### src/pixel_consts.svh
// sizes shared by RTL and testbench; NUM_CHANNELS is a power of two so the channel id fills its field
`ifndef PIXEL_CONSTS_SVH
`define PIXEL_CONSTS_SVH

////////////////////////////////////////
// array sizes
`define NUM_CHANNELS      8   // pixel channels on the chip
`define LOCAL_FIFO_DEPTH  4   // hits held per channel
`define CHIP_FIFO_DEPTH   8   // routed words held for readout

////////////////////////////////////////
// field widths
`define ADC_WIDTH         8   // digitized charge
`define TIMESTAMP_WIDTH   12  // hit time tag
`define THRESHOLD_WIDTH   4   // channels needed to accept
`define TIMEOUT_WIDTH     8   // integration window in clocks

`endif
### src/pixel_pkg.sv
// packed word formats of the readout path; field order fixes the bit layout seen by the testbench
`default_nettype none
`include "pixel_consts.svh"

package pixel_pkg;

    ////////////////////////////////////////
    // one hit from a channel digitizer
    typedef struct packed {
        logic [$clog2(`NUM_CHANNELS)-1:0] channel_id;  // source channel, msbs
        logic [`TIMESTAMP_WIDTH-1:0]      timestamp;   // hit time
        logic [`ADC_WIDTH-1:0]            adc;         // charge, lsbs
    } hit_t;

    ////////////////////////////////////////
    // word stored in the chip FIFO
    typedef struct packed {
        logic parity;  // odd parity over hit
        hit_t hit;     // hit as read from channel
    } routed_event_t;

    // static levels from the outside world
    typedef struct packed {
        logic                        integrate_mode;  // 1 = wait for coincidence
        logic [`THRESHOLD_WIDTH-1:0] hit_threshold;   // min busy channels
        logic [`TIMEOUT_WIDTH-1:0]   timeout;         // window length in clocks
    } router_cfg_t;

endpackage

`default_nettype wire

### src/pixel_readout_top.sv
// cfg must stay steady while a hit is in flight; hit writes to a full channel FIFO are lost
`default_nettype none
`include "pixel_consts.svh"

module pixel_readout_top (
    input  wire logic                     clk,
    input  wire logic                     reset_n,
    input  wire pixel_pkg::router_cfg_t   cfg,
    input  wire pixel_pkg::hit_t          hit_in [`NUM_CHANNELS],  // one per channel
    input  wire logic [`NUM_CHANNELS-1:0] hit_write,               // write strobes
    input  wire logic                     event_pop,               // pop chip FIFO head
    output pixel_pkg::routed_event_t      event_out,
    output logic                          event_valid               // chip FIFO not empty
);

    logic [`NUM_CHANNELS-1:0] channel_empty;
    logic [`NUM_CHANNELS-1:0] channel_read_n;
    pixel_pkg::hit_t          channel_head [`NUM_CHANNELS];
    logic                     window_start;
    logic                     window_accept;
    logic                     window_done;
    pixel_pkg::routed_event_t event_word;
    logic                     load_event;
    logic                     chip_empty;
    logic                     chip_full;

    ////////////////////////////////////////
    // channel FIFO bank
    for (genvar i = 0; i < `NUM_CHANNELS; i++) begin : g_channel
        local_fifo #(
            .payload_t (pixel_pkg::hit_t),
            .DEPTH     (`LOCAL_FIFO_DEPTH)
        ) u_fifo (
            .clk      (clk),
            .reset_n  (reset_n),
            .write    (hit_write[i]),
            .data_in  (hit_in[i]),
            .read_n   (channel_read_n[i]),
            .data_out (channel_head[i]),
            .empty    (channel_empty[i]),
            .full     ()                 // overflow handled inside
        );
    end

    hit_window u_window (
        .clk           (clk),
        .reset_n       (reset_n),
        .cfg           (cfg),
        .channel_empty (channel_empty),
        .window_start  (window_start),
        .window_accept (window_accept),
        .window_done   (window_done)
    );

    event_router u_router (
        .clk           (clk),
        .reset_n       (reset_n),
        .channel_empty (channel_empty),
        .channel_head  (channel_head),
        .window_accept (window_accept),
        .window_done   (window_done),
        .chip_full     (chip_full),
        .window_start  (window_start),
        .read_n        (channel_read_n),
        .event_word    (event_word),
        .load_event    (load_event)
    );

    ////////////////////////////////////////
    // shared chip FIFO
    local_fifo #(
        .payload_t (pixel_pkg::routed_event_t),
        .DEPTH     (`CHIP_FIFO_DEPTH)
    ) u_chip_fifo (
        .clk      (clk),
        .reset_n  (reset_n),
        .write    (load_event),
        .data_in  (event_word),
        .read_n   (~event_pop),   // pop is active high outside
        .data_out (event_out),
        .empty    (chip_empty),
        .full     (chip_full)
    );

    assign event_valid = ~chip_empty;

endmodule

`default_nettype wire

### src/event_router.sv
// serves only channels caught in the snapshot; new hits on other channels wait for the next pass
`default_nettype none
`include "pixel_consts.svh"

module event_router (
    input  wire logic                     clk,
    input  wire logic                     reset_n,
    input  wire logic [`NUM_CHANNELS-1:0] channel_empty,
    input  wire pixel_pkg::hit_t          channel_head [`NUM_CHANNELS],
    input  wire logic                     window_accept,
    input  wire logic                     window_done,
    input  wire logic                     chip_full,     // back-pressure from chip FIFO
    output logic                          window_start,
    output logic [`NUM_CHANNELS-1:0]      read_n,        // low pops a channel
    output pixel_pkg::routed_event_t      event_word,    // word with parity
    output logic                          load_event     // write strobe to chip FIFO
);

    localparam int CH_W = $clog2(`NUM_CHANNELS);

    typedef enum logic [2:0] {
        ST_IDLE,
        ST_INTEGRATE,
        ST_READ,
        ST_LATCH,
        ST_CLEANUP
    } state_t;

    state_t                   state;
    state_t                   next_state;
    logic [`NUM_CHANNELS-1:0] empty_hold;  // snapshot, 1 = nothing to serve
    logic [CH_W-1:0]          first_idx;   // lowest waiting channel in snapshot
    logic [CH_W-1:0]          sel;         // channel read last cycle
    pixel_pkg::hit_t          sel_head;

    ////////////////////////////////////////
    // priority pick, lowest index wins
    always_comb begin
        first_idx = '0;
        for (int i = `NUM_CHANNELS - 1; i >= 0; i--) begin
            if (!empty_hold[i]) begin
                first_idx = CH_W'(i);
            end
        end
    end

    assign sel_head     = channel_head[sel];
    assign window_start = (state == ST_IDLE) && !(&channel_empty);  // open on any hit

    always_ff @(posedge clk or negedge reset_n) begin
        if (!reset_n) begin
            state <= ST_IDLE;
        end else begin
            state <= next_state;
        end
    end

    always_comb begin
        next_state = state;
        case (state)
            ST_IDLE: begin
                if (!(&channel_empty)) next_state = ST_INTEGRATE;
            end
            ST_INTEGRATE: begin
                if (window_accept)    next_state = ST_READ;     // accept beats timeout
                else if (window_done) next_state = ST_CLEANUP;
            end
            ST_READ: begin
                next_state = ST_LATCH;
            end
            ST_LATCH: begin
                if (!chip_full) begin                          // hold while full
                    next_state = (&empty_hold) ? ST_IDLE : ST_READ;
                end
            end
            ST_CLEANUP: begin
                next_state = ST_IDLE;
            end
            default: next_state = ST_IDLE;
        endcase
    end

    ////////////////////////////////////////
    // registered strobes and snapshot
    always_ff @(posedge clk or negedge reset_n) begin
        if (!reset_n) begin
            read_n     <= '1;
            load_event <= 1'b0;
            empty_hold <= '1;
            sel        <= '0;
        end else begin
            read_n     <= '1;                                // pulses last one cycle
            load_event <= (state == ST_LATCH) && !chip_full;  // chip has room
            case (next_state)
                ST_INTEGRATE: begin
                    empty_hold <= channel_empty;   // follow flags while integrating
                end
                ST_READ: begin
                    read_n[first_idx]     <= 1'b0;  // pop lowest waiting
                    empty_hold[first_idx] <= 1'b1;  // mark served
                    sel                   <= first_idx;
                end
                ST_CLEANUP: begin
                    read_n <= empty_hold;           // drop one hit per busy channel
                end
                default: ;
            endcase
        end
    end

    // head is still valid on the pop edge, capture it once per read
    always_ff @(posedge clk) begin
        if (state == ST_READ) begin
            event_word.parity <= ~^sel_head;  // odd parity
            event_word.hit    <= sel_head;
        end
    end

endmodule

`default_nettype wire

### src/hit_window.sv
// cfg is a static level during a window; accept and done hold until the next window_start
`default_nettype none
`include "pixel_consts.svh"

module hit_window (
    input  wire logic                     clk,
    input  wire logic                     reset_n,
    input  wire pixel_pkg::router_cfg_t   cfg,
    input  wire logic [`NUM_CHANNELS-1:0] channel_empty,  // live flags of the bank
    input  wire logic                     window_start,   // pulse from router
    output logic                          window_accept,  // enough channels fired
    output logic                          window_done     // timer ran out
);

    localparam int CNT_W = $clog2(`NUM_CHANNELS + 1);

    logic [CNT_W-1:0]          hit_sum;  // busy channels this cycle
    logic [`TIMEOUT_WIDTH-1:0] timer;    // clocks since start

    always_comb begin
        hit_sum = '0;
        for (int i = 0; i < `NUM_CHANNELS; i++) begin
            hit_sum = hit_sum + CNT_W'(!channel_empty[i]);  // count non-empty
        end
    end

    ////////////////////////////////////////
    // window control
    always_ff @(posedge clk or negedge reset_n) begin
        if (!reset_n) begin
            timer         <= '0;
            window_accept <= 1'b0;
            window_done   <= 1'b0;
        end else if (window_start) begin
            timer         <= '0;
            window_accept <= !cfg.integrate_mode;  // plain mode passes at once
            window_done   <= !cfg.integrate_mode;
        end else if (!window_accept && !window_done) begin
            if (hit_sum >= cfg.hit_threshold) begin
                window_accept <= 1'b1;             // coincidence reached
            end else if (timer >= cfg.timeout) begin
                window_done <= 1'b1;               // give up, router drains
            end else begin
                timer <= timer + 1'b1;
            end
        end
    end

endmodule

`default_nettype wire

### src/local_fifo.sv
// DEPTH must be at least 2; a write when full is dropped and a read pulse when empty is ignored
`default_nettype none
`include "pixel_consts.svh"

module local_fifo #(
    parameter type payload_t = logic [7:0],   // word type held in the buffer
    parameter int  DEPTH     = `LOCAL_FIFO_DEPTH
) (
    input  wire logic clk,
    input  wire logic reset_n,     // async, active low
    input  wire logic write,       // one-cycle write strobe
    input  wire payload_t data_in,
    input  wire logic read_n,      // low pops the head
    output payload_t  data_out,    // head word, combinational
    output logic      empty,
    output logic      full
);

    localparam int PTR_W = $clog2(DEPTH);
    localparam int CNT_W = $clog2(DEPTH + 1);

    payload_t         mem [DEPTH];  // storage, no reset
    logic [PTR_W-1:0] wr_ptr;       // next slot to write
    logic [PTR_W-1:0] rd_ptr;       // head slot
    logic [CNT_W-1:0] count;        // occupancy
    logic             do_write;
    logic             do_read;

    assign do_write = write && !full;     // drop on full
    assign do_read  = !read_n && !empty;  // ignore on empty
    assign empty    = (count == '0);
    assign full     = (count == CNT_W'(DEPTH));
    assign data_out = mem[rd_ptr];        // head shown without a read

    always_ff @(posedge clk) begin
        if (do_write) begin
            mem[wr_ptr] <= data_in;
        end
    end

    ////////////////////////////////////////
    // pointers and count
    always_ff @(posedge clk or negedge reset_n) begin
        if (!reset_n) begin
            wr_ptr <= '0;
            rd_ptr <= '0;
            count  <= '0;
        end else begin
            if (do_write) begin
                wr_ptr <= (wr_ptr == PTR_W'(DEPTH - 1)) ? '0 : wr_ptr + 1'b1;  // wrap
            end
            if (do_read) begin
                rd_ptr <= (rd_ptr == PTR_W'(DEPTH - 1)) ? '0 : rd_ptr + 1'b1;
            end
            case ({do_write, do_read})
                2'b10:   count <= count + 1'b1;
                2'b01:   count <= count - 1'b1;
                default: ;  // both or neither, no change
            endcase
        end
    end

endmodule

`default_nettype wire

### config.mk
export PLATFORM = sky130hd
export DESIGN_NAME = pixel_readout_top
export DESIGN_NICKNAME = d
export VERILOG_FILES = /design/src/pixel_pkg.sv /design/src/pixel_readout_top.sv /design/src/event_router.sv /design/src/hit_window.sv /design/src/local_fifo.sv
export VERILOG_INCLUDE_DIRS = /design/src /design/src/src
export SDC_FILE = /design/constraint.sdc
export NUM_CORES = 1
export LEC_CHECK = 0
export BUFFER_PORTS_ARGS = -buffer_cell sky130_fd_sc_hd__buf_2
export CORE_MARGIN = 3
export CORE_UTILIZATION = 43
export CTS_BUF_LIST = sky130_fd_sc_hd__clkbuf_4
export CTS_CLUSTER_SIZE = 20
export DETAILED_ROUTE_END_ITERATION = 8
export PLACE_DENSITY = 0.68
export SYNTH_ARGS = -nofsm -noshare
export SYNTH_HDL_FRONTEND = slang
export SYNTH_SLANG_ARGS = --single-unit
export TNS_END_PERCENT = 30
### constraint.sdc
create_clock -name clk -period 10.54 [get_ports clk]
set_input_delay 1.054 -clock clk [delete_from_list [all_inputs] [get_ports clk]]
set_output_delay 1.054 -clock clk [all_outputs]
set_load 0.05 [all_outputs]
Yosys cells after proc, flatten, opt, wreduce, memory -nomap -nowiden
Memory sizes are Yosys's and may differ from the RTL's.
Index checks and enable logic that the tools add are counted.
{"block": "word_totals", "mem_bits_ro": 0, "latch_bits": 0, "out_inout_bits": 25, "input_bits": 208, "n_memories": 9, "reg_bits": 123, "ram_bits": 928, "wordCells": 312}
{"block": "classes", "reduce_logical": 81, "eq_ne": 53, "n_shift": 0, "order_cmp": 5, "bitwise_logic": 4, "mul": 0, "addsub": 44, "n_mux": 77, "div": 0}
{"memory": "u_chip_fifo.mem", "depth": 8, "width": 24, "read_ports": 1, "rd_clocked_by_memory_dff": 0, "write_ports": 1, "line": "local_fifo.sv:22", "rtl": "payload_t mem [DEPTH];"}
{"memory": "g_channel[0].u_fifo.mem", "depth": 4, "width": 23, "read_ports": 1, "rd_clocked_by_memory_dff": 0, "write_ports": 1, "line": "local_fifo.sv:22"}
{"memory": "g_channel[1].u_fifo.mem", "depth": 4, "width": 23, "read_ports": 1, "rd_clocked_by_memory_dff": 0, "write_ports": 1, "line": "local_fifo.sv:22"}
{"memory": "g_channel[2].u_fifo.mem", "depth": 4, "width": 23, "read_ports": 1, "rd_clocked_by_memory_dff": 0, "write_ports": 1, "line": "local_fifo.sv:22"}
{"memory": "g_channel[3].u_fifo.mem", "depth": 4, "width": 23, "read_ports": 1, "rd_clocked_by_memory_dff": 0, "write_ports": 1, "line": "local_fifo.sv:22"}
{"memory": "g_channel[4].u_fifo.mem", "depth": 4, "width": 23, "read_ports": 1, "rd_clocked_by_memory_dff": 0, "write_ports": 1, "line": "local_fifo.sv:22"}
{"memory": "3 more memories"}
{"cell": "23-bit binary-select mux with 3-bit select", "n": 1}
{"cell": "2-bit == test, second input constant", "n": 25}
{"cell": "3-bit one-hot mux with 2 select lines", "n": 8}
{"cell": "23-bit two-way mux", "n": 2}
{"cell": "3-bit two-way mux", "n": 14}
{"cell": "2-bit two-way mux", "n": 17}
{"cell": "3-bit == test, second input constant", "n": 11}
{"cell": "2-bit by 1-bit adder with 2-bit output, second input constant", "n": 16}
{"cell": "8-bit two-way mux", "n": 4}
{"cell": "8-bit one-hot mux with 2 select lines", "n": 2}
{"cell": "3-bit by 1-bit adder with 3-bit output, second input constant", "n": 10}
{"cell": "1-bit logical NOT", "n": 30}
{"cell": "3-bit logical NOT", "n": 9}
{"cell": "1-bit two-way mux", "n": 26}
{"cell": "2-bit nonzero test", "n": 13}
{"cell": "4-bit by 1-bit adder with 4-bit output", "n": 6}
{"cell": "3-bit by 1-bit subtractor with 3-bit output, second input constant", "n": 8}
{"cell": "23-bit XNOR reduction", "n": 1}
{"cell": "1-bit logical AND", "n": 22}
{"cell": "2-bit by 1-bit == test with 1-bit output, second input constant", "n": 9}
{"cell": "8-bit AND reduction", "n": 2}
{"cell": "3-bit one-hot mux with 4 select lines", "n": 1}
{"cell": "3-bit by 2-bit == test with 1-bit output, second input constant", "n": 3}
{"cell": "8-bit by 1-bit adder with 8-bit output, second input constant", "n": 1}
{"cell": "20 further kinds", "n": 23}

Logic depth before layout (Yosys ltp)
Gate-level depths: netlist of the first run.
{"block": "logic_depth", "ltp_word": 14, "mapped_depth": 19, "ltp_nobuf": 19}

Hierarchy
From an unflattened synthesis of the first run, not the netlist that was laid out.
{"block": "unflattened", "cells_unflattened": 2030, "area_unflattened_um2": 43654.4}
{"mod": "local_fifo at g_channel[0].u_fifo ...", "instances": 8, "area_per_inst_um2": 3829.9, "cells_per_inst": 160, "seq_area_each_um2": 2937.8}
{"mod": "local_fifo at u_chip_fifo", "instances": 1, "area_per_inst_um2": 8072.7, "cells_per_inst": 344, "seq_area_each_um2": 6015.8}
{"mod": "event_router", "instances": 1, "area_per_inst_um2": 3935.0, "cells_per_inst": 292, "seq_area_each_um2": 1316.3}
{"mod": "hit_window", "instances": 1, "area_per_inst_um2": 999.7, "cells_per_inst": 112, "seq_area_each_um2": 250.2}
{"mod": "pixel_readout_top", "instances": 1, "area_per_inst_um2": 7.5, "cells_per_inst": 2, "seq_area_each_um2": 0.0}

Worst setup path after synthesis of the first run
OpenSTA, ideal clock, no wires.
{"block": "synth_path", "kind": "register to register", "from": "register g_channel[1].u_fifo.count[2]", "to": "register u_window.timer[5]", "arrival_ns": 5.068, "required_time_ns": 10.462, "setup_slack_ns": 5.394, "synth_period_minus_slack_ns": 5.146, "n_path_buf": 0, "setup_time_ns": 0.078, "path_stages_with_launch": 20, "cell_sequence": "dfrtp_1 -> or3_1 -> ha_1 -> inv_1 -> fa_1 -> fa_1 -> inv_1 -> fa_1 -> inv_1 -> fa_1 -> inv_1 -> ha_1 -> a21o_1 -> a21o_1 -> a21oi_1 -> nor2b_1 -> nor3b_1 -> o21ai_1 -> or4_1 -> a21oi_1"}
{"block": "synth_via", "elab_chain_cells": 12, "word_cells_on_any_way": 18, "classes_between": "add/sub (7); order compare (1); eq/ne (2); mux (1); reduce/logical (7)"}
{"item": "start, declared", "line": "local_fifo.sv:25", "rtl": "logic [CNT_W-1:0] count;"}
{"item": "start signal, assigned", "line": "local_fifo.sv:56", "rtl": "2'b10: count <= count + 1'b1;"}
{"item": "start signal, assigned", "line": "local_fifo.sv:57", "rtl": "2'b01: count <= count - 1'b1;"}
{"item": "3-bit logical NOT *", "line": "local_fifo.sv:31", "rtl": "assign empty = (count == '0);"}
{"item": "1-bit logical NOT", "line": "hit_window.sv:23", "rtl": "hit_sum = hit_sum + CNT_W'(!channel_empty[i]);"}
{"item": "1-bit by 1-bit adder with 2-bit output", "line": "hit_window.sv:23"}
{"item": "4-bit by 1-bit adder with 4-bit output (6 in series)", "line": "hit_window.sv:23"}
{"item": "4-bit greater-or-equal comparator", "line": "hit_window.sv:39", "rtl": "if (hit_sum >= cfg.hit_threshold) begin"}
{"item": "2-bit by 1-bit != test with 1-bit output (no source line)"}
{"item": "3-bit AND reduction (no source line)"}
{"item": "end signal, assigned", "line": "hit_window.sv:44", "rtl": "timer <= timer + 1'b1;"}
{"item": "end, declared", "line": "hit_window.sv:18", "rtl": "logic [`TIMEOUT_WIDTH-1:0] timer;"}
Mark *: on every way between the ends. The rest lies on a longest branch, timed or not.
A chain may end at the register's enable or synchronous reset.

Worst setup path after layout of the first run
Ends and elaborated chain as after synthesis.

==> results of run 1 <==
## routing by layer
| metal | routed length, um | share of wire [%] | vias to the layer above | track usage (%) |
|---|---|---|---|---|
| met5 | 176 | 0.18 | - | 0 |
| met4 | 2971 | 3.0 | 26 | 7.609 |
| met3 | 9341 | 9.3 | 205 | 7.030 |
| met2 | 49570 | 50 | 881 | 32.08 |
| met1 | 37930 | 38 | 11139 | 24.52 |
| li1 | - | - | 9460 | - |
## per-stage QoR
stage               hold WS [ns]  total power, mW  util, %  std cells
floorplan                 0.4466            10.00        -       2032
global placement          0.4679            11.44    46.16       3513
detailed placement        0.4793            11.65    46.16       3513
CTS                      0.01296            15.08    49.62       3974
global route             0.04389            15.71    49.64       3979
finish                    0.1418            14.90    49.71       4007
## registers in the layout, indices dropped and copies added (netlist names)
register                 cells
u_chip_fifo.wr_ptr           3
u_router.empty_hold          8
u_window.window_done         1
g_channel.u_fifo.wr_ptr     16
g_channel.u_fifo.count      24
u_router.sel                 3
u_chip_fifo.mem            192
u_window.timer               8
u_chip_fifo.rd_ptr           3
u_router.event_word         24
g_channel.u_fifo.rd_ptr     16
u_chip_fifo.count            4
u_window.window_accept       1
u_router.read_n              8
u_router.load_event          1
g_channel.u_fifo.mem       736
u_router.state               3
## path summary, 6_finish.rpt
kind,to,startpoint,slack (ns)
max,u_window.timer[5],g_channel[1].u_fifo.count[2],4.82
min,g_channel[0].u_fifo.mem[0][13],hit_in[174],0.14
max reg2reg,u_window.timer[5],g_channel[1].u_fifo.count[2],4.82
min reg2reg,g_channel[1].u_fifo.count[0],g_channel[1].u_fifo.count[0],0.49
max in group asynchronous,u_chip_fifo.rd_ptr[1],reset_n,8.49
min in group asynchronous,g_channel[4].u_fifo.rd_ptr[1],reset_n,0.54
## area by class of cell
| cell class | instances | share of cell area, % |
|---|---|---|
| Tap cell | 1276 | 3.307 |
| Clock buffer | 403 | 6.266 |
| Inverter | 90 | 0.6997 |
| Multi-Input combinational cell | 814 | 21.28 |
| Sequential cell | 1051 | 64.39 |
| Clock inverter | 57 | 0.6841 |
| Antenna cell | 33 | 0.1710 |
| Timing Repair Buffer | 283 | 3.208 |
## power groups by stage
stage | Combinational [mW] | Clock [mW] | Sequential, mW
floorplan | 3.93 | 0 | 6.08
global placement | 5.13 | 0 | 6.31
detailed placement | 5.25 | 0 | 6.40
CTS | 5.27 | 3.49 | 6.31
global route | 5.57 | 3.74 | 6.41
finish | 5.20 | 3.40 | 6.30
## kinds of logic after synthesis
group | after synthesis | share of synthesized area, %
simple gates | 216 | 2.706
buf+inv | 167 | 2.250
compound gates | 158 | 2.410
flops | 1051 | 73.56
xor+xnor | 48 | 1.252
mux | 307 | 15.07
fa+ha+maj | 85 | 2.748
## layout by cell type, fill, tap and decap left out, drive strengths merged, types with 9 or more instances in the layout
cell type and instances:
dfstp 16, clkbuf 403, nand4 13, xor2 22
or3 13, a21o 9, nand2b 13, xnor2 21
inv 95, diode 33, a21oi 21, nand2 38
mux2 49, nor2 52, ha 72, dfrtp 83
fa 13, nor3 16, nand3 10, edfxtp 952
mux2i 12, a22oi 43, clkinv 47, mux4 246
a31oi 9, and2 35, o21ai 47, buf 282
## worst max-delay path, stage by stage, from the launching register on
cell     delay, ns
dfrtp_1       0.40
or3_1         0.42
ha_1          0.33
inv_1         0.07
fa_1          0.50
fa_1          0.54
inv_1         0.05
fa_1          0.43
inv_1         0.09
fa_1          0.42
inv_1         0.07
ha_1          0.23
a21o_1        0.16
a21o_1        0.17
a21oi_1       0.18
nor2b_1       0.19
nor3b_1       0.28
o21ai_1       0.32
or4_1         0.57
a21oi_1       0.16
## repair_timing
action / 4_1_cts / 5_1_grt
hold endpoints to repair: 27 / 0
hold buffers: 1 / 0
buffers inserted: 0 / 0
==> results by group, run 1 <==
Worst setup path
  – Req. time, crit path: 11.46 ns
  – CP max FO: 10
  – Critical path startpoint category: flop
  – WS Path Type: flop to flop
  – Reg2Reg Depth: 19
  – CP Data Arrival Time: 6.64 ns
  – Crit. End Element: flop

Clock tree
  – Worst-Skew Late Latency: 1.11 ns
  – Clk slew on worst S/H paths: 0.06 ns
  – Post-CTS resize count: 0
  – TritonCTS Sinks: 1051
  – CTS tree: done
  – Max H-tree Level: 5
  – Max Root-Sink Buffers: 4
  – Total CTS buffers: 282
  – CTS root buf: clkbuf_4

Power
  – Internal power: 9.863 mW
  – Combinational share of power: 34.9%
  – Clock share of power: 22.8%
  – Register share of total power: 42.3%
  – VDD IR-drop max: 0.3535 mV
  – Sw Share: 33.82%
  – Pleak: 17.12 nW
  – Power per cell area: 308.7 mW/mm2
  – P_sw: 5.041 mW

Route
  – Via count: 21711
  – Via-per-instance ratio: 5.418
  – Routed wire length: 100.0 mm
  – Initial DRC count: 2073
  – DRC: 0
  – Final ANT Viol Nets: 0
  – Pre-antenna DRT Iters: 7
  – Wire per inst: 24.96 um

Synthesis
  – Post-Syn Area per Cell: 20.80 um2
  – #FFs+latches synth: 1051
  – Async S/R FF share, synth: 9.420%
  – Post-synth top area share: 67.65%
  – Synth area leader: edfxtp_1
  – Post-synth top cells: edfxtp_1, mux4_2, inv_1, dfrtp_1, ha_1
  – Post-synth cell types: 64
  – Synth Warn #: 0
  – Main synth FF type: edfxtp_1
  – Sequential-to-total area share from yosys stat: 73.56%
  – Post-synthesis instance total: 2032
  – Netlist Area Pre-Place: 0.04226 mm2
  – Number of synthesized flops with an enable pin: 952
  – Most common cell in the netlist: edfxtp_1
  – Syn nets: 2325
  – Synth area leaders: edfxtp_1, mux4_2, dfrtp_1, mux4_1, ha_1

Final layout
  – Layout cells sized above 1: 37.18%
  – Register Area: 0.03109 mm2
  – FILL cells: 7852
  – Final #Nets: 2815
  – Post-route cell area: 0.04828 mm2
  – Area Growth Syn to Fin: 14.26%
  – Multi-input logic area: 0.01027 mm2

Die
  – Row count: 114
  – Starting Density: 43.50%
  – Die Footprint: 0.1021 mm2
  – Overall die width: 319.5 um
  – Die Height: 319.5 um
  – Core box area: 0.09714 mm2
  – Io pins: 233

Timing
  – Fmax achieved: 0.1749 GHz
  – Worst-Margin Slew: 1.274 ns
  – Layout Skew: 0.1248 ns
  – Unrepaired setup endpoints after global routing: false
  – Max-Slew Margin vs Limit: 15.05%
  – Tmin final: 5.717 ns
  – Final Cycle Share: 54.24%
  – Final Hold Fails: 0
  – Post-route setup slack: 4.823 ns
  – Setup TNS: 0 ns
  – Setup violations, final: 0
  – Max-slew violation count: 0

Global routing
  – Global-route wire length before repair: 147.4 mm
  – Largest net degree at the start of global routing: 70
  – Initial antenna violation count: 65
  – Vias in the first global route: 22958
  – Grt ovf: 0
  – GRT Util Overall: 19.78%

Place
  – Port bufs: 232
  – DP HPWL: 67.94 mm
  – GP Congestion: 0.8789
  – Placement Setup Slack: 4.896 ns
  – DP Area: 0.04484 mm2

Run
  – Max Cap Viol: 0

Status
  – Status: finished, final reports clean

Hold path
  – Hold/Removal Path Class: input port to flop
  – WHS Path Cells: 1
No activity file was read; power rests on OpenSTA's default activity.
==> run 2, diff against run 1 <==
PLACE_DENSITY = 0.7   (was 0.68)
clock period = 4.83 ns   (was 10.54 ns; I/O delays follow)
==> run 2 against run 1 <==
  * The run now ends with setup timing left
  * First-iteration DRC count rose by 7.1%
  * Setup slack got worse by 5.1 ns
  * Power rose by 120%
  * Worst hold slack got worse by 0.0079 ns
  * Largest power group unchanged
  * Highest routed layer unchanged
==> results by group, run 2 (synthesized netlist as in run 1, its figures left out) <==
Timing
  – Setup TNS: -1.012 ns
  – Max-slew violation count: 0
  – Final Cycle Share: 105.3%
  – Layout Skew: 0.1161 ns
  – Tmin final: 5.086 ns
  – Fmax achieved: 0.1966 GHz
  – Final Hold Fails: 0
  – Unrepaired setup endpoints after global routing: true
  – Setup violations, final: 7
  – Worst-Margin Slew: 1.285 ns
  – Max-Slew Margin vs Limit: 14.36%
  – Post-route setup slack: -0.2564 ns

Power
  – Sw Share: 34.15%
  – VDD IR-drop max: 0.6188 mV
  – Register share of total power: 42.0%
  – Internal power: 21.55 mW
  – Clock share of power: 21.7%
  – P_sw: 11.17 mW
  – Pleak: 18.10 nW
  – Power per cell area: 647.5 mW/mm2
  – Combinational share of power: 36.3%

Final layout
  – Largest regs: g_channel.u_fifo.mem x736, u_chip_fifo.mem x192
  – Largest Register: g_channel.u_fifo.mem
  – Max reg flops: 736
  – Area Growth Syn to Fin: 19.58%
  – Most frequent cells in the layout: edfxtp_1, clkbuf_4, buf_2, mux4_2, dlygate4sd3_1
  – Post-route cell area: 0.05053 mm2
  – Leading cell type in the layout, fill and taps excluded: edfxtp_1
  – Post-Route Utilization: 52.02%
  – Layout cells sized above 1: 35.41%
  – Final #Nets: 3056

Clock tree
  – Max Root-Sink Buffers: 4
  – TritonCTS Sinks: 1051
  – Clk slew on worst S/H paths: 0.06 ns
  – CTS tree: done
  – CTS root buf: clkbuf_4
  – Total CTS buffers: 279
  – Max H-tree Level: 5
  – Worst-Skew Late Latency: 1.10 ns

Die
  – Overall die width: 319.5 um
  – Starting Density: 43.50%
  – Core box area: 0.09714 mm2
  – Die Height: 319.5 um
  – Row count: 114
  – Die Footprint: 0.1021 mm2
  – Io pins: 233

Worst setup path
  – Crit. End Element: flop
  – Reg2Reg Depth: 19
  – CP max FO: 7
  – CP Data Arrival Time: 6.01 ns
  – Critical path startpoint category: flop
  – WS Path Type: flop to flop
  – Req. time, crit path: 5.75 ns

Place
  – DP Area: 0.04514 mm2
  – Port bufs: 232
  – GP Congestion: 0.8627
  – DP HPWL: 69.43 mm

Route
  – Routed wire length: 100.8 mm
  – Initial DRC count: 2221
  – Wire per inst: 23.77 um
  – Final ANT Viol Nets: 0
  – Via-per-instance ratio: 5.349
  – Pre-antenna DRT Iters: 5
  – Via count: 22683
  – DRC: 0

Hold path
  – Hold/Removal Path Class: input port to flop
  – WHS Path Cells: 2

Global routing
  – Initial antenna violation count: 28
  – Grt ovf: 0
  – Global-route wire length before repair: 150.9 mm
  – GRT Util Overall: 20.00%
  – Vias in the first global route: 24076
  – Largest net degree at the start of global routing: 42

Run
  – Max Cap Viol: 0

Status
  – Failing checks: setup timing
  – Status: complete, but fails checks
-- run 2: cell count changes in the layout (fill, tap and decap cells not counted), sizes merged --
cell and delta:
diode -11, clkinv +23, clkinvlp -1, dlygate4sd3 +201, bufinv -4, buf +43
clkbuf -17
-- run 2: timing repair --
item,in CTS,in global routing
gates resized for setup,9,4
hold buffers,203,0
hold endpoints to repair,820,0
buffers inserted,3,2
endpoints found under the setup margin,8,8
pin swaps,17,4
-- run 2: power by group through the flow --
stage	sequential, mW	clock (mW)	combinational (mW)
global route	14.0	7.84	12.7
global placement	13.7	0	11.4
detailed placement	13.9	0	11.7
CTS	13.7	7.30	12.0
floorplan	13.3	0	8.60
finish	13.7	7.10	11.9
-- run 2: metal layers --
layer | vias to the layer above | global-route usage, % | wire, um
li1 | 9941 | - | -
met3 | 175 | 5.657 | 8528
met2 | 971 | 31.99 | 49450
met4 | 16 | 7.455 | 2888
met1 | 11580 | 26.29 | 39850
met5 | - | 0 | 107
-- run 2: cell type report --
class | count | area, um2
Inverter | 90 | 337.8
Sequential cell | 1051 | 31090
Clock buffer | 386 | 2898
Antenna cell | 22 | 55.05
Clock inverter | 75 | 302.8
Tap cell | 1276 | 1597
Multi-Input combinational cell | 814 | 10350
Fill cell | 7629 | 46600
Timing Repair Buffer | 527 | 3909
-- run 2: path summary, 6_finish.rpt --
path / start / slack, ns / endpoint
setup / recovery: g_channel[0].u_fifo.count[2] / -0.26 / u_window.timer[6]
hold / removal: hit_in[126] / 0.13 / g_channel[2].u_fifo.mem[2][11]
setup reg to reg: g_channel[0].u_fifo.count[2] / -0.26 / u_window.timer[6]
hold reg to reg: u_chip_fifo.count[3] / 0.49 / u_chip_fifo.count[3]
max in group asynchronous: reset_n / 3.48 / u_chip_fifo.count[3]
min in group asynchronous: reset_n / 0.46 / g_channel[0].u_fifo.count[2]
-- run 2: per-stage QoR --
step | worst slack, ns | total power [mW] | hold slack (ns) | std cells
2_1_floorplan | -0.02769 | 21.86 | 0.1874 | 2032
3_3_place_gp | -0.2780 | 25.12 | 0.4655 | 3550
3_5_place_dp | -0.3567 | 25.62 | 0.4754 | 3550
4_1_cts | -0.1978 | 32.99 | 0.0002972 | 4217
5_1_grt | -0.4587 | 34.47 | 0.01724 | 4230
6_report | -0.2564 | 32.72 | 0.1340 | 4241
-- run 2: worst max-delay path, cell delays in order, from the launching register on --
cell and delay (ns):
dfrtp_1 0.38, or3_4 0.42, ha_4 0.28, inv_2 0.03, fa_1 0.46, fa_1 0.53
inv_2 0.04, fa_2 0.36, inv_2 0.07, fa_1 0.38, inv_1 0.08, ha_1 0.24
a21o_1 0.18, a21o_1 0.16, a21oi_2 0.16, nor2b_4 0.16, nor3b_4 0.25, o21ai_4 0.12
or4_4 0.50, a21oi_2 0.14
